[src/common/mipsIsaPkg.sv]
package mipsIsaPkg;

	// ************************************************************************
	// opcode and funct encodings
	// ************************************************************************
	typedef enum logic [5:0]
	{
		opRType = 6'd0,
		opJ     = 6'd2,
		opBeq   = 6'd4,
		opLw    = 6'd35,
		opSw    = 6'd43
	} opcode_t;

	typedef enum logic [5:0]
	{
		fnAdd = 6'd32,
		fnSub = 6'd34,
		fnAnd = 6'd36,
		fnOr  = 6'd37,
		fnSlt = 6'd42
	} funct_t;

	// ************************************************************************
	// instruction formats
	// ************************************************************************
	typedef struct packed
	{
		opcode_t opcode;
		logic [4:0] rs;
		logic [4:0] rt;
		logic [4:0] rd;
		logic [4:0] shamt;
		funct_t funct;
	} rFormat_t;

	typedef struct packed
	{
		opcode_t opcode;
		logic [4:0] rs;
		logic [4:0] rt;
		logic [15:0] imm;
	} iFormat_t;

	typedef struct packed
	{
		opcode_t opcode;
		logic [25:0] target;
	} jFormat_t;

	typedef union packed
	{
		rFormat_t r;
		iFormat_t i;
		jFormat_t j;
	} instr_t;

endpackage

[src/common/mipsCtrlPkg.sv]
package mipsCtrlPkg;

	typedef enum logic [3:0]
	{
		stReset,
		stFetch,
		stDecode,
		stMemAddr,
		stMemRead,
		stMemWriteBack,
		stMemWrite,
		stExecute,
		stRCompletion,
		stBranch,
		stJump
	} fsmState_t;

	typedef struct packed
	{
		logic pcWriteCond;
		logic pcWrite;
		logic iorD;
		logic memRead;
		logic memWrite;
		logic memToReg;
		logic irWrite;
		logic [1:0] pcSource;	// 00 alu, 01 aluOut, 10 jump.
		logic [1:0] aluOp;
		logic [1:0] aluSrcB;	// 00 b, 01 four, 10 imm, 11 imm << 2.
		logic aluSrcA;
		logic regWrite;
		logic regDst;
	} ctrlWord_t;

	typedef enum logic [2:0]
	{
		aluAnd = 3'b000,
		aluOr  = 3'b001,
		aluAdd = 3'b010,
		aluSub = 3'b110,
		aluSlt = 3'b111
	} aluFunc_t;

endpackage

[src/control/mainControl.sv]
`timescale 1ns/1ps

module mainControl
(
	input logic clk,
	input logic rst,
	input mipsIsaPkg::opcode_t opcode,
	output mipsCtrlPkg::ctrlWord_t ctrl
);

	mipsCtrlPkg::fsmState_t state;
	mipsCtrlPkg::fsmState_t nextState;

	always_ff @(posedge clk)
	begin
		if (rst)
			state <= mipsCtrlPkg::stReset;
		else
			state <= nextState;
	end

	// ************************************************************************
	// next state
	// ************************************************************************
	always_comb
	begin
		nextState = mipsCtrlPkg::stReset;
		case (state)
			mipsCtrlPkg::stReset: nextState = mipsCtrlPkg::stFetch;
			mipsCtrlPkg::stFetch: nextState = mipsCtrlPkg::stDecode;
			mipsCtrlPkg::stDecode:
			begin
				case (opcode)
					mipsIsaPkg::opLw,
					mipsIsaPkg::opSw: nextState = mipsCtrlPkg::stMemAddr;
					mipsIsaPkg::opRType: nextState = mipsCtrlPkg::stExecute;
					mipsIsaPkg::opBeq: nextState = mipsCtrlPkg::stBranch;
					mipsIsaPkg::opJ: nextState = mipsCtrlPkg::stJump;
					default: nextState = mipsCtrlPkg::stReset;	// unknown, refetch.
				endcase
			end
			mipsCtrlPkg::stMemAddr:
			begin
				if (opcode == mipsIsaPkg::opLw)
					nextState = mipsCtrlPkg::stMemRead;
				else if (opcode == mipsIsaPkg::opSw)
					nextState = mipsCtrlPkg::stMemWrite;
			end
			mipsCtrlPkg::stMemRead: nextState = mipsCtrlPkg::stMemWriteBack;
			mipsCtrlPkg::stExecute: nextState = mipsCtrlPkg::stRCompletion;
			mipsCtrlPkg::stMemWriteBack,
			mipsCtrlPkg::stMemWrite,
			mipsCtrlPkg::stRCompletion,
			mipsCtrlPkg::stBranch,
			mipsCtrlPkg::stJump: nextState = mipsCtrlPkg::stFetch;
			default: nextState = mipsCtrlPkg::stReset;
		endcase
	end

	// ************************************************************************
	// control word per state
	// ************************************************************************
	always_comb
	begin
		ctrl = '0;
		case (state)
			mipsCtrlPkg::stFetch:
			begin
				ctrl.memRead = 1'b1;
				ctrl.irWrite = 1'b1;
				ctrl.aluSrcB = 2'b01;	// pc + 4.
				ctrl.pcWrite = 1'b1;
			end
			mipsCtrlPkg::stDecode: ctrl.aluSrcB = 2'b11;	// branch target.
			mipsCtrlPkg::stMemAddr:
			begin
				ctrl.aluSrcA = 1'b1;
				ctrl.aluSrcB = 2'b10;
			end
			mipsCtrlPkg::stMemRead:
			begin
				ctrl.iorD = 1'b1;
				ctrl.memRead = 1'b1;
			end
			mipsCtrlPkg::stMemWriteBack:
			begin
				ctrl.memToReg = 1'b1;
				ctrl.regWrite = 1'b1;
			end
			mipsCtrlPkg::stMemWrite:
			begin
				ctrl.iorD = 1'b1;
				ctrl.memWrite = 1'b1;
			end
			mipsCtrlPkg::stExecute:
			begin
				ctrl.aluSrcA = 1'b1;
				ctrl.aluOp = 2'b10;
			end
			mipsCtrlPkg::stRCompletion:
			begin
				ctrl.regDst = 1'b1;
				ctrl.regWrite = 1'b1;
			end
			mipsCtrlPkg::stBranch:
			begin
				ctrl.aluSrcA = 1'b1;
				ctrl.aluOp = 2'b01;	// compare by subtract.
				ctrl.pcSource = 2'b01;
				ctrl.pcWriteCond = 1'b1;
			end
			mipsCtrlPkg::stJump:
			begin
				ctrl.pcSource = 2'b10;
				ctrl.pcWrite = 1'b1;
			end
			default: ctrl = '0;
		endcase
	end

	memExclusive: assert property (@(posedge clk) !(ctrl.memRead && ctrl.memWrite));

	stateLegal: assert property (@(posedge clk) disable iff (rst)
		state inside {mipsCtrlPkg::stReset, mipsCtrlPkg::stFetch, mipsCtrlPkg::stDecode,
			mipsCtrlPkg::stMemAddr, mipsCtrlPkg::stMemRead, mipsCtrlPkg::stMemWriteBack,
			mipsCtrlPkg::stMemWrite, mipsCtrlPkg::stExecute, mipsCtrlPkg::stRCompletion,
			mipsCtrlPkg::stBranch, mipsCtrlPkg::stJump});

endmodule

[config.mk]
export PLATFORM = sky130hd
export DESIGN_NAME = mainControl
export DESIGN_NICKNAME = d
export VERILOG_FILES = /design/src/common/mipsIsaPkg.sv /design/src/common/mipsCtrlPkg.sv /design/src/control/mainControl.sv
export SDC_FILE = /design/constraint.sdc
export NUM_CORES = 1
export LEC_CHECK = 0
export ABC_CLOCK_PERIOD_IN_PS = 3400
export BUFFER_PORTS_ARGS = -buffer_cell sky130_fd_sc_hd__buf_4
export CAP_MARGIN = 15
export CORE_AREA = 10 10 47 49
export CTS_CLUSTER_DIAMETER = 150
export CTS_CLUSTER_SIZE = 16
export DETAILED_ROUTE_END_ITERATION = 10
export DIE_AREA = 0 0 57 59
export GPL_TIMING_DRIVEN = 0
export HOLD_SLACK_MARGIN = 0.08
export PLACE_DENSITY_LB_ADDON = 0.25
export RECOVER_POWER = 25
export SETUP_SLACK_MARGIN = 0.02
export SLEW_MARGIN = 20
export SYNTH_ARGS = -nofsm -noshare
export SYNTH_HDL_FRONTEND = slang
export SYNTH_SLANG_ARGS = --single-unit
[constraint.sdc]
create_clock -name clk -period 3.4 [get_ports clk]
set_input_delay 0.51 -clock clk [delete_from_list [all_inputs] [get_ports clk]]
set_output_delay 0.51 -clock clk [all_outputs]
set_load 0.03 [all_outputs]
==> out/results.ini <==
[logic_synthesis]
synthDistinctLibCells=33
ys.flop_type=dfxtp_1
ys_async_sr_fraction=0
syn_nets=68
yosysTopAreaCell=dfxtp_1
synth_warnings=0
synth_cells=60
seq_area_frac_synth=0.188
ys_ff_latch=4
synth_area_um2=427
synth_edf_count=0
synth_top_cells_by_area=dfxtp_1, nor2_1, buf_4
avgSynthCellArea_um2=7.11
netlist.area_leader.share=0.188

[final_layout]
stdcell_count=102
largest_register_ffs=4
layout-drive-gt1-share=0.384
diodes=0
nNetsFinal=96
fill_cells=172
layout_commonest_cell=buf_4
mostFrequentLayoutCells=buf_4, nor2_1, clkbuf_1, dfxtp_1
final_area_um2=633
multi_input_area_um2=303
regMostFlops=state
top_regs=state: 4 flops
regArea_um2=80.1
syn2layout_area_growth_pct=48.4

[clock_tree]
insertion_delay_ns=0.23
cts-resized-gates=0
cts_hold_buf=0
clockBufferDepth=2
cts.reportedPaths.clkPinSlew_ns=0.04
cts.sinks=4
cts_tree=built
h-tree-depth=1
cts-root-buf=clkbuf_4
cts_buffers=3
postCtsSetupRepairBufs=0

[global_routing]
grt_pass1_vias=492
antenna_found_initial=0
overflow=0
grt_pass1_wl_mm=2.10
grt_max_degree=11
grt_util_all_layers=0.0755

[sta]
rsz0062_at_grt=false
worst_pin_slew_ns=0.409
fmax_ghz=0.449
min_period_over_period=0.655
drv_slew=0
finalSetupViolCount=0
fin_setup_tns_ns=0
final_hold_viol_count=0
finalClockSkew_ns=0.00517
min_period_ns=2.23
slew_headroom=0.728
fin_ws_ns=1.17

[placement]
place.gp.congestion=0.809
place_ws_ns=1.58
dp_hpwl_mm=1.05
dp_cells=99
io_buffer_count=23
placed_area_um2=619

[floorplan]
num_io_pins=24
die_x_um=57
die_h_um=59
core_area_um2=1400
start_util=0.304
die-area_um2=3360
rows=14

[critical_path]
start_kind=flip-flop
critPathSlowestCell=dfxtp_1
ff2ff_path_depth=4
cp_slowest_stage_delay_ns=0.37
reg2reg_slack_ns=1.93
crit_end=ctrl[1]
worstPathMaxFanout=10
worstSetupPathType=reg -> out
rr_endpoint=state[2]
crit_path_start=state[1]
required_ns=2.89
path_cells=clkbuf_1 -> nand2b_1 -> nor2_1 -> or2_1 -> buf_4
worstSetupEndpointType=output pin
arrival_ns=1.72
reg2reg_from=state[1]

[worst_hold_path]
holdPathStages=3
min_path_type=in -> reg

[power_and_ir_drop]
power.density_nw_per_um2=288
p_leak_nw=0.287
ir_worst_vdd_mv=0.187

[drt]
firstDrtPassIters=2
finalWirelength_mm=1.24
viasPerCell=5.01
antenna_left=0
vias=511
drc=0
wl_per_cell_um=12.1
drtIter0Drc=9

[status]
outcome=complete, no violations

[job]
maxCapViolations=0

## worst max-delay path, delay by kind of cell (launching register included)
kind	cells	cell delay (ns)
DFF	1	0.37
buffers and inverters	2	0.53
and+or+nand+nor	3	0.58
## per-stage QoR
stage / util / hold slack, ns / power, mW
after global routing: 0.452 / 0.587 / 0.198
after floorplan: - / 0.580 / 0.101
after CTS: 0.458 / 0.578 / 0.189
after detailed placement: 0.442 / 0.629 / 0.129
after global placement: 0.442 / 0.624 / 0.128
final: 0.452 / 0.583 / 0.182
## per-layer routing
layer / track usage / vias up / wire (µm)
li1: - / 268 / -
met1: 0.0875 / 229 / 583
met2: 0.118 / 14 / 577
met3: 0.0408 / 0 / 76
met4: 0.0201 / 0 / 0
met5: 0 / - / 0
## worst min path at each step
stage                        start  slack, ns        to
after floorplan           state[1]       0.58  state[1]
after global placement    state[1]       0.62  state[1]
after detailed placement  state[1]       0.63  state[1]
after CTS                      rst       0.58  state[0]
after global routing           rst       0.59  state[0]
final                          rst       0.58  state[0]
## report_power, final
part	leakage [nW]	switching [mW]	internal (mW)	total, mW
clock network	0.0138	0.0173	0.0393	0.0566
registers	0.0327	0.00142	0.0498	0.0512
logic	0.241	0.0450	0.0293	0.0743
## synth_stat cells, drive strengths merged (2+ instances only)
| library cell | n |
|---|---|
| nor2 | 12 |
| buf | 5 |
| dfxtp | 4 |
| or2 | 4 |
| a21oi | 3 |
| nand2b | 3 |
| mux2 | 2 |
| nand2 | 2 |
| nand3 | 2 |
| nor3 | 2 |
## cell type report
class	instances	share of cell area
multi-input cells	48	0.478
repair buffers	23	0.261
flip-flops and latches	4	0.126
plain buffers	6	0.0553
clock buffers	3	0.0356
well taps	16	0.0316
inverters	2	0.0119
## logic make-up (layout without fill, tap and decap cells)
kind of cell,after synthesis,count (layout),synth area share
xor gates and xnor gates,2,2,0.0411
buffers and inverters,8,34,0.103
muxes,2,2,0.0528
and+or+nand+nor,31,31,0.375
AOI/OAI and AO/OA,13,13,0.240
DFF,4,4,0.188
Power figures use the tool's default switching activity.
