File: config.mk
export PLATFORM = sky130hd
export DESIGN_NAME = multicycleDatapath
export DESIGN_NICKNAME = d
export VERILOG_FILES = /design/src/common/mipsIsaPkg.sv /design/src/common/mipsCtrlPkg.sv /design/src/source/regFile.sv /design/src/source/alu.sv /design/src/source/multicycleDatapath.sv
export SDC_FILE = /design/constraint.sdc
export NUM_CORES = 2
export LEC_CHECK = 0
export BUFFER_PORTS_ARGS = -buffer_cell sky130_fd_sc_hd__buf_2
export CAP_MARGIN = 20
export CORE_ASPECT_RATIO = 0.6
export CORE_UTILIZATION = 30
export CTS_CLUSTER_DIAMETER = 50
export DETAILED_ROUTE_END_ITERATION = 8
export SLEW_MARGIN = 20
export SYNTH_ARGS = -nofsm -noshare
export SYNTH_HDL_FRONTEND = slang
export SYNTH_SLANG_ARGS = --single-unit
File: constraint.sdc
create_clock -name clk -period 5.5 [get_ports clk]
set_input_delay 0.55 -clock clk [delete_from_list [all_inputs] [get_ports clk]]
set_output_delay 0.55 -clock clk [all_outputs]
set_load 0.005 [all_outputs]
File: src/common/mipsIsaPkg.sv
package mipsIsaPkg;

	// ************************************************************************
	// opcode and funct encodings
	// ************************************************************************
	typedef enum logic [5:0]
	{
		opRType = 6'd0,
		opJ     = 6'd2,
		opBeq   = 6'd4,
		opLw    = 6'd35,
		opSw    = 6'd43
	} opcode_t;

	typedef enum logic [5:0]
	{
		fnAdd = 6'd32,
		fnSub = 6'd34,
		fnAnd = 6'd36,
		fnOr  = 6'd37,
		fnSlt = 6'd42
	} funct_t;

	// ************************************************************************
	// instruction formats
	// ************************************************************************
	typedef struct packed
	{
		opcode_t opcode;
		logic [4:0] rs;
		logic [4:0] rt;
		logic [4:0] rd;
		logic [4:0] shamt;
		funct_t funct;
	} rFormat_t;

	typedef struct packed
	{
		opcode_t opcode;
		logic [4:0] rs;
		logic [4:0] rt;
		logic [15:0] imm;
	} iFormat_t;

	typedef struct packed
	{
		opcode_t opcode;
		logic [25:0] target;
	} jFormat_t;

	typedef union packed
	{
		rFormat_t r;
		iFormat_t i;
		jFormat_t j;
	} instr_t;

endpackage

File: src/common/mipsCtrlPkg.sv
package mipsCtrlPkg;

	typedef enum logic [3:0]
	{
		stReset,
		stFetch,
		stDecode,
		stMemAddr,
		stMemRead,
		stMemWriteBack,
		stMemWrite,
		stExecute,
		stRCompletion,
		stBranch,
		stJump
	} fsmState_t;

	typedef struct packed
	{
		logic pcWriteCond;
		logic pcWrite;
		logic iorD;
		logic memRead;
		logic memWrite;
		logic memToReg;
		logic irWrite;
		logic [1:0] pcSource;	// 00 alu, 01 aluOut, 10 jump.
		logic [1:0] aluOp;
		logic [1:0] aluSrcB;	// 00 b, 01 four, 10 imm, 11 imm << 2.
		logic aluSrcA;
		logic regWrite;
		logic regDst;
	} ctrlWord_t;

	typedef enum logic [2:0]
	{
		aluAnd = 3'b000,
		aluOr  = 3'b001,
		aluAdd = 3'b010,
		aluSub = 3'b110,
		aluSlt = 3'b111
	} aluFunc_t;

endpackage

File: src/source/regFile.sv
`timescale 1ns/1ps

module regFile
(
	input logic clk,
	input logic rst,
	input logic [4:0] readAddrA,
	input logic [4:0] readAddrB,
	input logic [4:0] writeAddr,
	input logic writeEn,
	input logic [31:0] writeData,
	output logic [31:0] readDataA,
	output logic [31:0] readDataB
);

	logic [31:0] regs [32];

	always_ff @(posedge clk)
	begin
		if (rst)
		begin
			for (int i = 0; i < 32; i++)
				regs[i] <= '0;
		end
		else if (writeEn && (writeAddr != 5'd0))
			regs[writeAddr] <= writeData;	// $zero stays zero.
	end

	assign readDataA = regs[readAddrA];
	assign readDataB = regs[readAddrB];

endmodule

File: src/source/alu.sv
`timescale 1ns/1ps

module alu
(
	input logic [31:0] a,
	input logic [31:0] b,
	input mipsCtrlPkg::aluFunc_t func,
	output logic [31:0] result,
	output logic zero
);

	always_comb
	begin
		case (func)
			mipsCtrlPkg::aluAnd: result = a & b;
			mipsCtrlPkg::aluOr: result = a | b;
			mipsCtrlPkg::aluAdd: result = a + b;
			mipsCtrlPkg::aluSub: result = a - b;
			mipsCtrlPkg::aluSlt: result = {31'd0, $signed(a) < $signed(b)};	// signed.
			default: result = '0;
		endcase
	end

	assign zero = (result == 32'd0);

endmodule

File: src/source/multicycleDatapath.sv
`timescale 1ns/1ps

module multicycleDatapath
(
	input logic clk,
	input logic rst,
	input mipsCtrlPkg::ctrlWord_t ctrl,
	input mipsCtrlPkg::aluFunc_t aluFunc,
	input logic [31:0] memReadData,
	output mipsIsaPkg::instr_t instr,
	output logic [31:0] memAddr,
	output logic [31:0] memWriteData,
	output logic [31:0] pc
);

	logic [31:0] pcReg;
	mipsIsaPkg::instr_t ir;
	logic [31:0] mdr;
	logic [31:0] regA;
	logic [31:0] regB;
	logic [31:0] aluOut;

	logic [31:0] rfDataA;
	logic [31:0] rfDataB;
	logic [31:0] aluA;
	logic [31:0] aluB;
	logic [31:0] aluResult;
	logic aluZero;
	logic [31:0] signImm;
	logic [31:0] jumpTarget;
	logic [31:0] pcNext;
	logic pcEn;
	logic [4:0] writeReg;
	logic [31:0] writeBack;

	// ************************************************************************
	// operand and result muxes
	// ************************************************************************
	assign signImm = {{16{ir.i.imm[15]}}, ir.i.imm};
	assign jumpTarget = {pcReg[31:28], ir.j.target, 2'b00};

	assign aluA = ctrl.aluSrcA ? regA : pcReg;

	always_comb
	begin
		case (ctrl.aluSrcB)
			2'b00: aluB = regB;
			2'b01: aluB = 32'd4;
			2'b10: aluB = signImm;
			default: aluB = {signImm[29:0], 2'b00};	// word offset.
		endcase
	end

	assign writeReg = ctrl.regDst ? ir.r.rd : ir.r.rt;
	assign writeBack = ctrl.memToReg ? mdr : aluOut;

	always_comb
	begin
		case (ctrl.pcSource)
			2'b01: pcNext = aluOut;
			2'b10: pcNext = jumpTarget;
			default: pcNext = aluResult;
		endcase
	end

	assign pcEn = ctrl.pcWrite | (ctrl.pcWriteCond & aluZero);

	// ************************************************************************
	// state registers
	// ************************************************************************
	always_ff @(posedge clk)
	begin
		if (rst)
		begin
			pcReg <= '0;
			ir <= '0;
			mdr <= '0;
			regA <= '0;
			regB <= '0;
			aluOut <= '0;
		end
		else
		begin
			if (pcEn)
				pcReg <= pcNext;
			if (ctrl.irWrite)
				ir <= memReadData;
			if (ctrl.memRead)
				mdr <= memReadData;
			regA <= rfDataA;
			regB <= rfDataB;
			aluOut <= aluResult;	// held one cycle for the next state.
		end
	end

	regFile regFile_inst
	(
		.clk(clk),
		.rst(rst),
		.readAddrA(ir.r.rs),
		.readAddrB(ir.r.rt),
		.writeAddr(writeReg),
		.writeEn(ctrl.regWrite),
		.writeData(writeBack),
		.readDataA(rfDataA),
		.readDataB(rfDataB)
	);

	alu alu_inst
	(
		.a(aluA),
		.b(aluB),
		.func(aluFunc),
		.result(aluResult),
		.zero(aluZero)
	);

	assign instr = ir;
	assign memAddr = ctrl.iorD ? aluOut : pcReg;
	assign memWriteData = regB;
	assign pc = pcReg;

endmodule

==> summary.txt <==
Detailed routing
  – Post-route DRC: 0
  – DR WL/cell: ~29 um
  – Drt initial violations: 7534
  – Vias: approximately 46k
  – Vias per cell: 5.72
  – Drt total wl: 233000 um
  – Drt pass-1 iters: 5
  – ANT nets after route: 0

Clocking
  – Root Driver: clkbuf_16
  – # clock sinks: 1216
  – CTS tree: built
  – # Post-CTS Setup Buffers: 0
  – Worst-Skew Late Latency: 730 ps
  – Clock Pin Slew Worst Setup and Hold Paths: 70 ps
  – H-tree depth: 3
  – CTS Buf Count: 107
  – CTS Buffer Depth: 3

Floorplan
  – Core ar.: 216000 sq um
  – Starting Density: 0.302
  – Die X: 605 um
  – Die ar.: 220000 sq um
  – I/O pin count: roughly 180
  – Die H: 364 um
  – Num rows: 132

Layout
  – Fraction of layout cells with a size suffix above 1: 0.299
  – Synth-to-Final Area Change: 15.2%
  – Non-Filler Instances: 8022
  – Fin util: 0.348
  – Area occupied by multi-input gates: 29100 sq um
  – Fillers: between 20k and 25k
  – Final #Nets: 5232
  – Register cell area after layout: around 35000 sq um

Yosys
  – Synth cell count leaders: nor2_1, edfxtp_1, mux4_2
  – Seq/Total Area, Yosys: 0.529
  – Async S/R FF share, synth: 0
  – Seq cells post-synth: 1216
  – Area leader, netlist: edfxtp_1
  – Yosys top cell area share: 0.470
  – Top cells by area, synth: edfxtp_1, mux4_2, nor2_1
  – Count leader, synth: nor2_1
  – Cell variety after synth: 88
  – Post-Synthesis Cells: 4838
  – Mapped Area: 65400 sq um
  – Mean Syn Cell Area: 13.5 sq um
  – Number of synthesized flops with an enable pin: 1024
  – Yosys warns: 0
  – Ys flop type: edfxtp_1

Global route
  – First-pass GRT wire length: roughly 330000 um
  – Initial antenna violation count: 6
  – Global route total overflow: 0
  – Gr usage total: 0.207
  – Largest net degree at the start of global routing: roughly 190
  – Vias in the first global route: 43.6k

Power
  – Psw: roughly 6500 uW
  – Power per Cell Area: ~300 nW/um^2
  – Part of the power in combinational logic: 0.190
  – Sw Ratio: 0.286
  – Reg power frac: 0.469
  – Internal power: 16300 uW
  – Maximum VDD drop: 0.252 mV
  – Clk network pwr share: 0.340
  – Leakage power: approximately 0.026 uW

Worst setup path
  – Crit. End Element: flop
  – Critical path, cell by cell: mux2i_1 -> or2_2 -> inv_1 -> ha_1 -> inv_1 -> fa_1 -> nor2b_1 -> o21ai_1 -> a21oi_1 -> o21ai_0 -> mux2i_1 -> nor3_1 -> and3_1 -> nand4_1 -> buf_4 -> nor4_2 -> buf_4 -> a31oi_4 -> buf_12 -> buf_12 -> mux2i_1
  – CP Max Fanout: 10
  – CP Class: flop to flop
  – Slowest CP cell: dfxtp_1
  – Slowest Stage Delay on Critical Path: 500 ps
  – Data arrival, critical path: 5780 ps
  – CP required: 6090 ps
  – Setup crit start kind: flop
  – Critical path's most frequent cell: mux2i_1

Hold path
  – Worst min path class: primary input to flop

Timing
  – Max transition margin: 0.245
  – Worst-Margin Slew: 1130 ps
  – Setup WS post-layout: 310 ps
  – Period utilization: 0.944
  – Final Hold Fails: 0
  – RSZ-0062 raised after global routing: no
  – Final setup viols: 0
  – FMAX: slightly below 200 MHz
  – Fin crit period: 5190 ps
  – Final Skew: approximately 35 ps
  – Slew Limit Fails: 0

Placed design
  – Placer's final routability congestion estimate: 0.961
  – Placed cells: 7820
  – Pre-CTS setup slack: -148 ps
  – HPWL after DPL: 152000 um
  – # port buffers: 177

Flow run
  – Max Cap Violations: 0

Run status
  – Status: complete, no violations
## cells by family after synthesis
kind of cell             after synthesis  synth area share
AND/OR/NAND/NOR                     1558            0.0979
flip-flops                          1216             0.529
multiplexers                         944             0.268
buffers and inverters                589            0.0346
AO/OA/AOI/OAI                        383            0.0432
adder cells (fa/ha/maj)              123            0.0238
XOR/XNOR                              24           0.00321
other                                  1         0.0000574
## worst paths after layout
path                                             start                      to  slack (ps)  cells after the start
worst max-delay path             instr[0]$_SDFFE_PP0P_      pc[4]$_SDFFE_PP0P_         310                     21
worst min-delay path                   memReadData[30]  instr[30]$_SDFFE_PP0P_          80                      3
worst max register to register   instr[0]$_SDFFE_PP0P_      pc[4]$_SDFFE_PP0P_         310                     21
worst min register to register  instr[30]$_SDFFE_PP0P_  instr[30]$_SDFFE_PP0P_         500                      2
## power groups by stage
stage | Sequential (uW) | Combinational, uW | Clock [uW]
2_1_floorplan | 10700 | 2500 | 0
3_3_place_gp | 10900 | 4160 | 0
3_5_place_dp | 10900 | 4200 | 0
4_1_cts | 10700 | 4220 | 7820
5_1_grt | 10700 | 4540 | 8180
6_report | 10700 | 4340 | 7770
## final cells by class
cell class              count  area share
multi-input cells        3064       0.386
repair buffers            545      0.0547
clock inverters            59     0.00723
clock buffers             134      0.0383
well taps                2881      0.0479
diodes                      1   0.0000332
flip-flops and latches   1216       0.460
inverters                 122     0.00608
## cells in the final DEF (no fill, tap or decap), types with 32 or more instances in the layout
cell type / n
mux4_2: 640
buf_4: 334
nor2_1: 1235
nor3_1: 34
a21oi_1: 78
inv_1: 116
nand2b_1: 40
clkbuf_16: 112
ha_1: 120
nand2_1: 69
mux2_2: 56
buf_2: 175
edfxtp_1: 1024
mux2i_1: 211
dfxtp_1: 182
o21ai_0: 40
conb_1: 32
## repair_timing
action,CTS,global route
hold buffers,0,0
gates resized for setup,0,1
setup endpoints to repair,0,23
## state kept, by name (all words and copies together), names as in the netlist
| signal | count |
|---|---|
| regFile_inst.regs | 1024 |
| aluOut | 32 |
| instr | 32 |
| mdr | 32 |
| memWriteData | 32 |
| pc | 32 |
| regA | 32 |
## stage by stage
stage / instance area (sq um) / hold slack (ps) / power (uW) / setup TNS [ps]
4_1_cts: 75100 / 41.8 / 22800 / 0
3_3_place_gp: 71600 / 467 / 15000 / -2740
2_1_floorplan: 65500 / 460 / 13200 / 0
5_1_grt: 75300 / 55.8 / 23500 / 0
3_5_place_dp: 71700 / 480 / 15100 / -2200
6_report: 75300 / 75.3 / 22800 / 0
## metal layers
metal | GRT usage | vias up | share of wire
met5 | 0 | - | 0.00011
met4 | 0.0465 | 4 | 0.023
met3 | 0.0588 | 333 | 0.14
met2 | 0.277 | 3168 | 0.40
met1 | 0.323 | 23710 | 0.44
li1 | - | 18665 | -
## critical path: cells and delay by family (launching register included)
| kind | cells | cell delay [ps] |
|---|---|---|
| buf+inv | 6 | 880 |
| flops | 1 | 500 |
| compound gates | 4 | 1140 |
| mux | 3 | 390 |
| fa+ha+maj | 2 | 630 |
| simple gates | 6 | 1510 |
(Power assumes the default switching activity.)
