<file path="config.mk">
export PLATFORM = sky130hd
export DESIGN_NAME = aluControl
export DESIGN_NICKNAME = d
export VERILOG_FILES = /design/src/common/mipsIsaPkg.sv /design/src/common/mipsCtrlPkg.sv /design/src/control/aluControl.sv
export SDC_FILE = /design/constraint.sdc
export NUM_CORES = 1
export LEC_CHECK = 0
export ABC_AREA = 1
export BUFFER_PORTS_ARGS = -buffer_cell sky130_fd_sc_hd__buf_2
export CORE_AREA = 3 3 40 42
export DETAILED_ROUTE_END_ITERATION = 12
export DIE_AREA = 0 0 43 45
export PLACE_DENSITY = 0.35
export SLEW_MARGIN = 10
export SYNTH_ARGS = -nofsm -noshare
export SYNTH_HDL_FRONTEND = slang
export SYNTH_SLANG_ARGS = --single-unit
</file>
<file path="constraint.sdc">
create_clock -name vclk -period 2.1
set_clock_uncertainty 0.2 [all_clocks]
set_input_delay 0.105 -clock vclk [all_inputs]
set_output_delay 0.105 -clock vclk [all_outputs]
set_load 0.03 [all_outputs]
</file>
<file path="src/common/mipsIsaPkg.sv">
package mipsIsaPkg;

	// ************************************************************************
	// opcode and funct encodings
	// ************************************************************************
	typedef enum logic [5:0]
	{
		opRType = 6'd0,
		opJ     = 6'd2,
		opBeq   = 6'd4,
		opLw    = 6'd35,
		opSw    = 6'd43
	} opcode_t;

	typedef enum logic [5:0]
	{
		fnAdd = 6'd32,
		fnSub = 6'd34,
		fnAnd = 6'd36,
		fnOr  = 6'd37,
		fnSlt = 6'd42
	} funct_t;

	// ************************************************************************
	// instruction formats
	// ************************************************************************
	typedef struct packed
	{
		opcode_t opcode;
		logic [4:0] rs;
		logic [4:0] rt;
		logic [4:0] rd;
		logic [4:0] shamt;
		funct_t funct;
	} rFormat_t;

	typedef struct packed
	{
		opcode_t opcode;
		logic [4:0] rs;
		logic [4:0] rt;
		logic [15:0] imm;
	} iFormat_t;

	typedef struct packed
	{
		opcode_t opcode;
		logic [25:0] target;
	} jFormat_t;

	typedef union packed
	{
		rFormat_t r;
		iFormat_t i;
		jFormat_t j;
	} instr_t;

endpackage

</file>
<file path="src/common/mipsCtrlPkg.sv">
package mipsCtrlPkg;

	typedef enum logic [3:0]
	{
		stReset,
		stFetch,
		stDecode,
		stMemAddr,
		stMemRead,
		stMemWriteBack,
		stMemWrite,
		stExecute,
		stRCompletion,
		stBranch,
		stJump
	} fsmState_t;

	typedef struct packed
	{
		logic pcWriteCond;
		logic pcWrite;
		logic iorD;
		logic memRead;
		logic memWrite;
		logic memToReg;
		logic irWrite;
		logic [1:0] pcSource;	// 00 alu, 01 aluOut, 10 jump.
		logic [1:0] aluOp;
		logic [1:0] aluSrcB;	// 00 b, 01 four, 10 imm, 11 imm << 2.
		logic aluSrcA;
		logic regWrite;
		logic regDst;
	} ctrlWord_t;

	typedef enum logic [2:0]
	{
		aluAnd = 3'b000,
		aluOr  = 3'b001,
		aluAdd = 3'b010,
		aluSub = 3'b110,
		aluSlt = 3'b111
	} aluFunc_t;

endpackage

</file>
<file path="src/control/aluControl.sv">
`timescale 1ns/1ps

module aluControl
(
	input logic [1:0] aluOp,
	input mipsIsaPkg::funct_t funct,
	output mipsCtrlPkg::aluFunc_t aluFunc
);

	always_comb
	begin
		case (aluOp)
			2'b00: aluFunc = mipsCtrlPkg::aluAdd;	// address and pc math.
			2'b01: aluFunc = mipsCtrlPkg::aluSub;	// beq.
			2'b10:
			begin
				case (funct)
					mipsIsaPkg::fnAdd: aluFunc = mipsCtrlPkg::aluAdd;
					mipsIsaPkg::fnSub: aluFunc = mipsCtrlPkg::aluSub;
					mipsIsaPkg::fnAnd: aluFunc = mipsCtrlPkg::aluAnd;
					mipsIsaPkg::fnOr: aluFunc = mipsCtrlPkg::aluOr;
					mipsIsaPkg::fnSlt: aluFunc = mipsCtrlPkg::aluSlt;
					default: aluFunc = mipsCtrlPkg::aluAdd;
				endcase
			end
			default: aluFunc = mipsCtrlPkg::aluAdd;
		endcase
	end

endmodule

</file>
==> flow_results.org, run 1 <==
** Worst setup path
- Worst Setup Path Type :: in -> out
- Startpoint type of the worst setup path :: primary input
- CP dominant cell by count :: sky130_fd_sc_hd__buf_2
- Crit path DAT :: 1.10 ns
- On the critical path, the stage with the largest delay is an instance of sky130_fd_sc_hd__ha_1.
- Critical path required time :: around 1.8 ns
- Broken down by cell family, the worst path's largest delay share belongs to buffers and inverters.
- Traced cell by cell, the critical path runs through buf_2 > inv_1 > ha_1 > or2_1 > a21oi_1 > buf_2.
- Delay contributed by the slowest stage of the critical path :: 0.31 ns
- Of all nets on the critical path, the largest fanout is 3.
- The critical path crosses 6 cells after its start point.
- STA classifies the critical path endpoint as an output port.
- The critical path contains buffers and inverters numbering 3 combined.

** Timing
- Time the final worst path needs with I/O delays and setup :: 1.40 ns
- Tcrit/Tclk final :: 0.668
- Setup repair after global routing left no endpoint under its margin.
- Final Slew Violations :: 0
- Setup total negative slack on the finished layout was measured at 0 ns.
- Number of setup violations in the final report :: 0
- Worst slew slack as a fraction of its limit :: 0.897
- The count of endpoints failing hold in the final timing report was 0.
- For the pin with the worst max-slew slack, the measured transition is 0.156 ns.
- Derived from the worst setup path, the maximum achievable clock frequency is 713 MHz.

** Synth
- Synthesis handed over a netlist of 37 instances.
- Post-synthesis net count :: 47
- Proportion of synthesized chip area in sequential cells :: 0
- Count of synthesis-stage warnings from yosys :: 0
- A synthesized cell averages 4.70 um2.
- After synthesis the cells add up to approximately 170 um2.
- The synthesized netlist contains 9 unique library cells.

** Floorplanning
- The floorplan step set the die height to 45 um.
- The initial utilization of the core area, before any placement, comes to 0.135.
- The initialized floorplan defines 13 standard-cell rows.
- In this run the count of I/O pins placed on the die edge is 11.
- Horizontal die dimension :: 43 um
- The region available for standard cell placement spans 0.00128 mm2.
- Total Die Area :: between 0.0015 and 0.002 mm2

** Clock network
- For this design, the CTS-stage hold fixing added 0 buffers.
- Buffers inserted by post-CTS timing repair :: 0
- Post-CTS repair changed the size of 0 cells.

** Finish
- Clk_buf instances :: 0
- Sequential cells placed in the final layout were counted as 0.
- Leading cell types in the layout, fill and taps excluded :: sky130_fd_sc_hd__buf_2 (11), sky130_fd_sc_hd__inv_1 (9), sky130_fd_sc_hd__nand2_1 (8)
- Register area :: 0 um2
- Filler cell count in the final layout :: 153
- Post-route cell area :: 248 um2
- Compared with the post-synthesis result, the final layout area differs by 42.4%.
- The number of antenna diodes in the final layout is 0.
- NumNets Final :: 60
- Layout cells sized above 1 :: 0.313
- The library cell used most frequently in the layout, excluding fill and tap cells, is sky130_fd_sc_hd__buf_2.

** Power
- Portion of total power attributed to sequential cells :: 0
- Clock network fraction of design power :: 0
- IR analysis of the VDD net gives a maximum drop of 0.0343 mV.
- Proportion of total power due to net switching :: 0.608
- Part of the total power dissipated in combinational logic :: 1.000
- Internal power consumption :: roughly 16 uW
- Dividing total power by cell area gives a power density of 162 mW/mm2.
- In this run the static leakage power is 0.000150 uW.
- The analysis attributes to net switching a power of 24.3 uW.

** Hold path
- Worst hold path class :: in -> out
- Hold path startpoint :: funct[3]
- Endpoint of the worst hold path :: aluFunc[0]
- Number of cells on the worst hold path :: 4

** Global routing
- The initial antenna violation count came to 0.
- The total overflow left after global routing is 0.
- Entering global routing, the biggest net connects 5 pins.
- The via count of the first global-routing pass was 206.
- The first global-routing pass estimated 717 um of wire.
- Total global-route track usage :: 0.0439

** Route
- In this run, the number of DRC markers left after iteration 0 of detailed routing was 4.
- In the final routed layout, each cell accounts on average for around 6.3 um.
- Remaining antenna violation count :: 0
- Drt first pass iters :: 2
- The routed design has 394 um of wire.
- Dividing the detail-routed via count by the number of cells gives about 3.3.
- Summing over every cut layer, the via total after detailed routing is around 210.
- DRC viols :: 0

** Outcome
- Result of the run :: finished clean

** Place
- The count of buffers added on input and output ports is 11.
- Placed standard-cell area :: 248 um2
- Routability-driven placement finished with a final weighted congestion of between 0.7 and 0.8.

** Run
- The tool flagged a number of max-cap violations equal to 0.
synthesized netlist by cell type:
| library cell | number | share of area |
|---|---|---|
| sky130_fd_sc_hd__a21oi_1 | 2 | 0.058 |
| sky130_fd_sc_hd__ha_1 | 2 | 0.14 |
| sky130_fd_sc_hd__inv_1 | 9 | 0.19 |
| sky130_fd_sc_hd__inv_2 | 1 | 0.022 |
| sky130_fd_sc_hd__nand2_1 | 8 | 0.17 |
| sky130_fd_sc_hd__nand3_1 | 4 | 0.12 |
| sky130_fd_sc_hd__nor2_1 | 7 | 0.15 |
| sky130_fd_sc_hd__nor2_2 | 3 | 0.11 |
| sky130_fd_sc_hd__or2_1 | 1 | 0.036 |
cell families (layout without fill, tap and decap cells):
kind of cell	count (synthesis)	in the layout	synth area share
buf+inv	10	21	0.216
fa+ha+maj	2	2	0.144
simple gates	23	23	0.583
compound gates	2	2	0.0576
worst min-delay path: cells and delay by family:
| family | cells | cell delay [ns] |
|---|---|---|
| simple gates | 1 | 0.08 |
| compound gates | 1 | 0.06 |
| buf+inv | 2 | 0.29 |
power by group through the flow:
stage / sequential [uW] / combinational [uW] / clock (uW)
2_1_floorplan: 0 / 24.5 / 0
3_3_place_gp: 0 / 41.5 / 0
3_5_place_dp: 0 / 40.7 / 0
4_1_cts: 0 / 40.8 / 0
5_1_grt: 0 / 45.7 / 0
6_report: 0 / 40.0 / 0
cell type report:
type,count,area (um2),share of cell area
multi-input combinational,27,136,0.551
timing repair buffer,11,55.1,0.222
inverter,10,37.5,0.152
tap,15,18.8,0.0758
how the worst max path moves through the flow:
stage              from         end  slack (ns)
5_1_grt        aluOp[0]  aluFunc[0]        0.62
3_3_place_gp   aluOp[0]  aluFunc[0]        0.70
4_1_cts        aluOp[0]  aluFunc[0]        0.68
2_1_floorplan  aluOp[0]  aluFunc[0]        0.66
6_report       aluOp[0]  aluFunc[0]        0.70
3_5_place_dp   aluOp[0]  aluFunc[0]        0.68
metrics by stage:
step	hold slack [ns]	setup slack (ns)	power [uW]	utilization	cells
2_1_floorplan	0.258	0.658	24.5	-	37
3_3_place_gp	0.433	0.701	41.5	0.193	63
3_5_place_dp	0.438	0.685	40.7	0.193	63
4_1_cts	0.438	0.685	40.8	0.193	63
5_1_grt	0.448	0.624	45.7	0.193	63
6_report	0.429	0.697	40.0	0.193	63
metal layers:
| metal | wire (um) | share of wire | vias up | global-route usage |
|---|---|---|---|---|
| li1 | - | - | 132 | - |
| met2 | 176 | 0.45 | 5 | 0.0778 |
| met3 | 31 | 0.079 | 0 | 0.0120 |
| met4 | 0 | 0 | 0 | 0 |
| met1 | 187 | 0.47 | 74 | 0.0571 |
| met5 | 0 | 0 | - | 0 |
(Power assumes the default switching activity.)
==> run 2, diff against run 1 <==
Settings changed: ABC_AREA 1 to 0, PLACE_DENSITY 0.35 to 0.3.
Clock period 2.1 ns to 1.38 ns, I/O delays scaled along.
==> flow_results.org, run 2 <==
** Timing
- The worst slew slack as a fraction of its limit was 0.835 (-0.0619).
- The slew of the pin with the lowest slew margin came to 0.244 ns (+0.0884 ns).
- The count of endpoints failing hold in the final timing report is 0 (unchanged).
- The final-layout setup total negative slack came to 0 ns (unchanged).
- Tcrit/Tclk final :: 0.936
- Unrepaired setup endpoints after global routing :: false
- Derived from the worst setup path, the maximum achievable clock frequency is 774 MHz.
- Final Slew Violations :: 0 (unchanged)
- Smallest setup slack after layout :: 0.0886 ns (-0.609 ns)
- The worst path needs roughly 1.3 ns of the cycle, external delays included.
- Number of setup violations in the final report :: 0 (unchanged)

** Finish
- Layout Area Growth over Synthesis :: 97.9%
- The storage element area came to 0 um2 (unchanged).
- Ant. Diodes :: 0 (unchanged)
- Sequential cell count of the final layout :: 0 (unchanged)
- Leading cell types in the layout, fill and taps excluded :: sky130_fd_sc_hd__buf_2 (9), sky130_fd_sc_hd__inv_1 (3), sky130_fd_sc_hd__ha_1 (2), sky130_fd_sc_hd__buf_4 (2)
- The utilization after layout is 0.183 (-0.00974).
- Clk_buf instances :: 0 (unchanged)
- Leaving out fill and tap cells, the most frequent cell in the layout is sky130_fd_sc_hd__buf_2.
- The final-stage net count is 39 (-35%).
- The share of layout cells above drive strength 1 was 0.593 (+0.280).
- The number of filler cells placed in the layout was 147 (-3.9%).
- The multi-input gate area in the final layout was 134 um2 (-1.8%).

** Synth
- Cell with the most instances after synthesis :: sky130_fd_sc_hd__inv_1
- Post-synthesis net count :: 25 (-47%)
- Proportion of synthesized chip area in sequential cells :: 0 (unchanged)
- Post-synthesis instance area :: 119 um2 (-32%)
- Area contributors post-synth :: sky130_fd_sc_hd__ha_1 (21%), sky130_fd_sc_hd__nand4bb_1 (19%), sky130_fd_sc_hd__nand4bb_2 (14%)
- Biggest area consumer among synthesized cells :: sky130_fd_sc_hd__ha_1
- The number of distinct library cells after synthesis was 11 (+2).
- Count of synthesis-stage warnings from yosys :: 0 (unchanged)
- Cells after synthesis :: 15 (-59%)
- Fraction of post-synthesis cell area in the top cell type by area :: 0.211 (+0.0163)
- The mean post-synth cell area is 7.92 um2 (+69%).
- Cell types with the highest counts after synthesis :: sky130_fd_sc_hd__inv_1 (3), sky130_fd_sc_hd__ha_1 (2), sky130_fd_sc_hd__nand4bb_1 (2)

** Global routing
- The initial antenna violation count is 0 (unchanged).
- Gr ovfl total :: 0 (unchanged)
- Total global-route track usage :: 0.0324 (-0.0116)
- The first-pass GRT wire length was 531 um (-26%).
- Largest net degree at the start of global routing :: 5 (unchanged)
- Number of global-route vias before repair :: 133 (-35%)

** Worst setup path
- The worst setup path is launched from a primary input.
- Crit path DAT :: 1.02 ns (-0.08 ns)
- The data required time of the worst path is 1.11 ns (-0.68 ns).
- Endpoint type of the worst setup path :: output port
- The maximum net fanout on the critical path is 3 (unchanged).
- Worst setup path startpoint :: aluOp[0]
- The setup path with the least slack is of type in -> out.

** Power
- The power dissipated by switching net loads is 34.0 uW (+40%).
- The sequential fraction of design power came to 0 (unchanged).
- The fraction of power consumed by the clock network is 0 (unchanged).
- Overall power of the completed layout :: 67.9 uW (+70%)
- Leakage dissipation :: 0.000102 uW (-32%)
- The power per standard cell area came to 289 mW/mm2 (+79%).
- Proportion of total power due to net switching :: 0.501 (-0.107)
- The internal power component is 33.8 uW (+120%).
- The largest vdd supply drop came to 0.0705 mV (+110%).
- Part of the total power dissipated in combinational logic :: 1.000 (about the same)

** Route
- Average wire length per cell after detail routing :: 9.00 um (+44%)
- First DRT Iteration DRCs :: 0 (-4)
- Total wire length after detailed routing :: 378 um (-4.1%)
- Drt first pass iters :: 1 (-1)
- DRC viols :: 0 (unchanged)
- Remaining antenna violation count :: 0 (unchanged)
- Total via count after detailed routing :: 161 (-24%)
- Routed vias/inst :: 3.83 (+14%)

** Run
- Max-cap violations :: 0 (unchanged)

** Place
- # port buffers :: 11 (unchanged)
- Placer Congestion :: 0.749 (+6.6%)
- The wire-length estimate of the detail-placed layout is 324 um.
- The setup slack at placement is 0.0366 ns (-0.648 ns).

** Floorplanning
- The number of primary I/O pins came to 11 (unchanged).
- DIE HEIGHT :: 45 um (unchanged)
- The floorplan die area was 0.00194 mm2 (unchanged).
- The placeable core area came to 0.00128 mm2 (unchanged).
- The starting utilization of the core area was 0.0925 (-0.0428).
- The placement row count was 13 (unchanged).
- The width of the chip came to 43 um (unchanged).

** Outcome
- The run finished with clean final reports.

** Hold path
- Hold path startpoint :: funct[2]
- Worst hold path class :: in -> out

** Clock network
- Buffers inserted by post-CTS timing repair :: 0 (unchanged)
[run 2: cell count changes in the layout (fill, tap and decap cells not counted), sizes merged]
cell	previous run	this run
or3b	0	1
buf	11	12
nand4bb	0	3
nor4b	0	1
a31oi	0	1
a21oi	2	1
nand2	8	0
o22ai	0	1
nor3	0	1
nor2	10	1
or2	1	0
inv	10	3
nand3	4	0
[run 2: per-layer routing]
metal	vias to the layer above	GRT usage	routed length, um
met4	0	0	0
met2	11	0.0479	141
met3	0	0.0159	85
met1	68	0.0453	151
li1	82	-	-
met5	-	0	0
[run 2: cell type report]
| cell class | count | share of cell area |
|---|---|---|
| inverter | 3 | 0.0479 |
| multi-input combinational | 12 | 0.569 |
| tap | 15 | 0.0798 |
| timing repair buffer | 12 | 0.303 |
[run 2: timing repair]
| item | in CTS | in global routing |
|---|---|---|
| hold buffers | 0 | 0 |
| resized for setup | 0 | 8 |
| setup endpoints to repair | 0 | 2 |
[run 2: per-stage QoR]
| step | instance area [um2] | hold WS, ns | instances |
|---|---|---|---|
| global route | 235 | 0.325 | 42 |
| floorplan | 119 | 0.164 | 15 |
| CTS | 200 | 0.310 | 42 |
| finish | 235 | 0.304 | 42 |
| detailed placement | 200 | 0.309 | 42 |
| global placement | 200 | 0.303 | 42 |
[run 2: cells by family (layout without fill, tap and decap cells)]
logic type                 count (synthesis)  in the layout  share of synthesized area
AOI/OAI and AO/OA                          3              3                      0.147
buffers and inverters                      3             15                     0.0947
adders and majority gates                  2              2                      0.210
and+or+nand+nor                            7              7                      0.547
[run 2: worst max-delay path: stages]
cell and delay (ns):
sky130_fd_sc_hd__buf_2 0.09, sky130_fd_sc_hd__inv_1 0.04, sky130_fd_sc_hd__ha_1 0.29, sky130_fd_sc_hd__buf_4 0.15, sky130_fd_sc_hd__nor3_1 0.14, sky130_fd_sc_hd__a31oi_1 0.06, sky130_fd_sc_hd__buf_2 0.18
[run 2: power groups by stage]
stage	Combinational, uW	Sequential, uW	Clock, uW
floorplan	30.7	0	0
CTS	57.8	0	0
global route	73.5	0	0
finish	67.9	0	0
detailed placement	57.7	0	0
global placement	57.4	0	0
[run 2: worst paths after layout]
path	to	cells past startpoint	slack [ns]
hold / removal	aluFunc[1]	3	0.30
setup / recovery	aluFunc[1]	7	0.09
==> run 3, diff against run 2 <==
Settings changed: ABC_AREA 0 to 1, PLACE_DENSITY 0.3 to 0.35.
==> flow_results.org, run 3 (synthesized netlist as in run 1, its figures left out) <==
** Outcome
- The flow ran to the end, and the final reports show no timing, DRC or antenna violations.

** Worst setup path
- Delay contributed by the slowest stage of the critical path :: 0.29 ns (about the same)
- The worst setup path is launched from a primary input.
- Family with the most delay on the worst path :: buffers and inverters
- Number of gates on the worst path with buffers counted :: 6 (-1)
- The data arrival time at the worst-slack endpoint is 1.01 ns (about the same).
- Worst Setup Path Type :: in -> out
- The data required time of the worst path is 1.11 ns (about the same).
- The number of buffer and inverter stages on the critical path came to 3 (-1).
- Largest fanout on the critical path :: 2 (-1)
- Among all stages on the critical path, the largest delay is contributed by sky130_fd_sc_hd__ha_1.
- The signal on the critical path passes through buf_2 > inv_1 > ha_1 > or2_1 > a21oi_2 > buf_4.
- Endpoint type of the worst setup path :: output port

** Floorplanning
- DIE HEIGHT :: 45 um (unchanged)
- The width of the chip was 43 um (unchanged).
- The floorplan die area is 0.00194 mm2 (unchanged).
- Number of rows created at floorplan :: 13 (unchanged)
- Effective utilization at floorplan :: 0.135 (+0.0428)
- The placeable core area was 0.00128 mm2 (unchanged).
- I/O pin count :: 11 (unchanged)

** Place
- The number of I/O port buffers is 11 (unchanged).
- Placed wire-length estimate after detailed placement :: 413 um (+28%)
- The final weighted congestion in routability-driven placement was 0.677 (-9.7%).

** Hold path
- Number of cells on the worst hold path :: 4 (+1)
- In this run the worst hold path is classified as in -> out.

** Finish
- NumNets Final :: 61 (+56%)
- The number of flip-flops and latches came to 0 (unchanged).
- The storage element area came to 0 um2 (unchanged).
- The share of layout cells above drive strength 1 was 0.347 (-0.246).
- The count of antenna diodes in the layout is 0 (unchanged).
- Leading cell types in the layout, fill and taps excluded :: sky130_fd_sc_hd__buf_2 (10), sky130_fd_sc_hd__inv_1 (9), sky130_fd_sc_hd__nand2_1 (8)
- Leading cell type in the layout, fill and taps excluded :: sky130_fd_sc_hd__buf_2
- Relative to the synthesized area, the layout overhead comes to 50.4%.
- The layout clock buffer count is 0 (unchanged).

** Route
- Average wire length per cell after detail routing :: 6.78 um (-25%)
- The routed via count was 231 (+43%).
- The post-detailed-route DRC marker count came to 0 (unchanged).
- Sum of met3 wire segment lengths after detailed routing :: 16 um (-81%)
- The number of iterations in the first detailed-routing pass is 1 (unchanged).
- Routed vias/inst :: 3.61 (-5.8%)
- The aggregate routed wire length was 434 um (+15%).
- Remaining antenna violation count :: 0 (unchanged)
- Detailed-route wire length on metal 1 :: 195 um (+29%)
- The total met2 wirelength after detailed routing is 222 um (+57%).
- Highest routed metal layer :: met3
- The initial detailed-routing violation count is 0 (unchanged).

** Global routing
- Number of global-route vias before repair :: 216 (+62%)
- The remaining global-route overflow was 0 (unchanged).
- The initial antenna violation count is 0 (unchanged).
- Wire length of the first global-routing pass :: 821 um (+55%)
- Total global-route track usage :: 0.0514 (+0.0190)
- The largest net degree at the start of global routing was 5 (unchanged).

** Timing
- The final-layout setup total negative slack is 0 ns (unchanged).
- The slew of the pin with the lowest slew margin is 0.154 ns (-0.0907 ns).
- Timing-limited maximum frequency :: 780 MHz (+0.79%)
- The final worst-path cycle share was 0.928 (-0.00737).
- Number of setup violations in the final report :: 0 (unchanged)
- Hold violation total from the final report :: 0 (unchanged)
- Final Hold Slack :: 0.370 ns (+0.0656 ns)
- Setup repair after global routing left no endpoint under its margin.
- Time the final worst path needs with I/O delays and setup :: 1.28 ns (-0.0102 ns)
- The worst slew slack as a fraction of its limit came to 0.898 (+0.0634).
- The final number of max-transition violations is 0 (unchanged).

** Power
- Power Dens Cells :: 251 mW/mm2 (-13%)
- Leakage dissipation :: 0.000155 uW (+53%)
- The largest vdd supply drop is 0.0562 mV (-20%).

** Run
- Max-cap violations :: 0 (unchanged)

** Clock network
- The total of hold buffers inserted after clock tree synthesis is 0 (unchanged).
## run 3: cell types whose count changed in the layout (fill, tap and decap cells not counted), sizes merged, moves of 3 or more
cell | previous run | this run
inv | 3 | 10
nand4bb | 3 | 0
nor2 | 1 | 10
nand3 | 0 | 4
nand2 | 0 | 8
## run 3: worst min-delay path, delay by kind of cell
kind / cells / cell delay [ns]
buffers and inverters: 2 / 0.28
AOI/OAI and AO/OA: 1 / 0.06
and+or+nand+nor: 1 / 0.10
## run 3: timing repair
item | in CTS | in global routing
setup endpoints to repair | 0 | 1
buffers inserted | 0 | 0
resized for setup | 0 | 2
## run 3: final cells by class
| cell class | count | area, um2 |
|---|---|---|
| fillers | 154 | 1020 |
| inverters | 10 | 37.5 |
| multi-input cells | 27 | 140 |
| well taps | 15 | 18.8 |
| repair buffers | 12 | 65.1 |
## run 3: through the flow
stage               total power, uW  cells  utilization  instance area (um2)  setup slack [ns]
floorplan                      37.3     37            -                  174            0.0105
global placement               66.7     64        0.199                  255            0.0385
detailed placement             66.1     64        0.199                  255            0.0351
CTS                            66.3     64        0.199                  255            0.0296
global route                   76.0     64        0.204                  262            0.0167
finish                         65.6     64        0.204                  262            0.0987
## run 3: worst paths after layout
path | start | end | slack (ns)
worst max-delay path | aluOp[0] | aluFunc[0] | 0.1
worst min-delay path | funct[3] | aluFunc[0] | 0.37
## run 3: metal layers
layer | vias to the layer above | GRT usage
met5 | - | 0
met4 | 0 | 0
met3 | 0 | 0
met2 | 5 | 0.102
met1 | 94 | 0.0667
li1 | 132 | -
## run 3: where the power goes
group          internal (uW)  switching (uW)  leakage [uW]
Clock                      0               0             0
Combinational           27.0            38.6      0.000155
Sequential                 0               0             0
Total                   27.0            38.6      0.000155
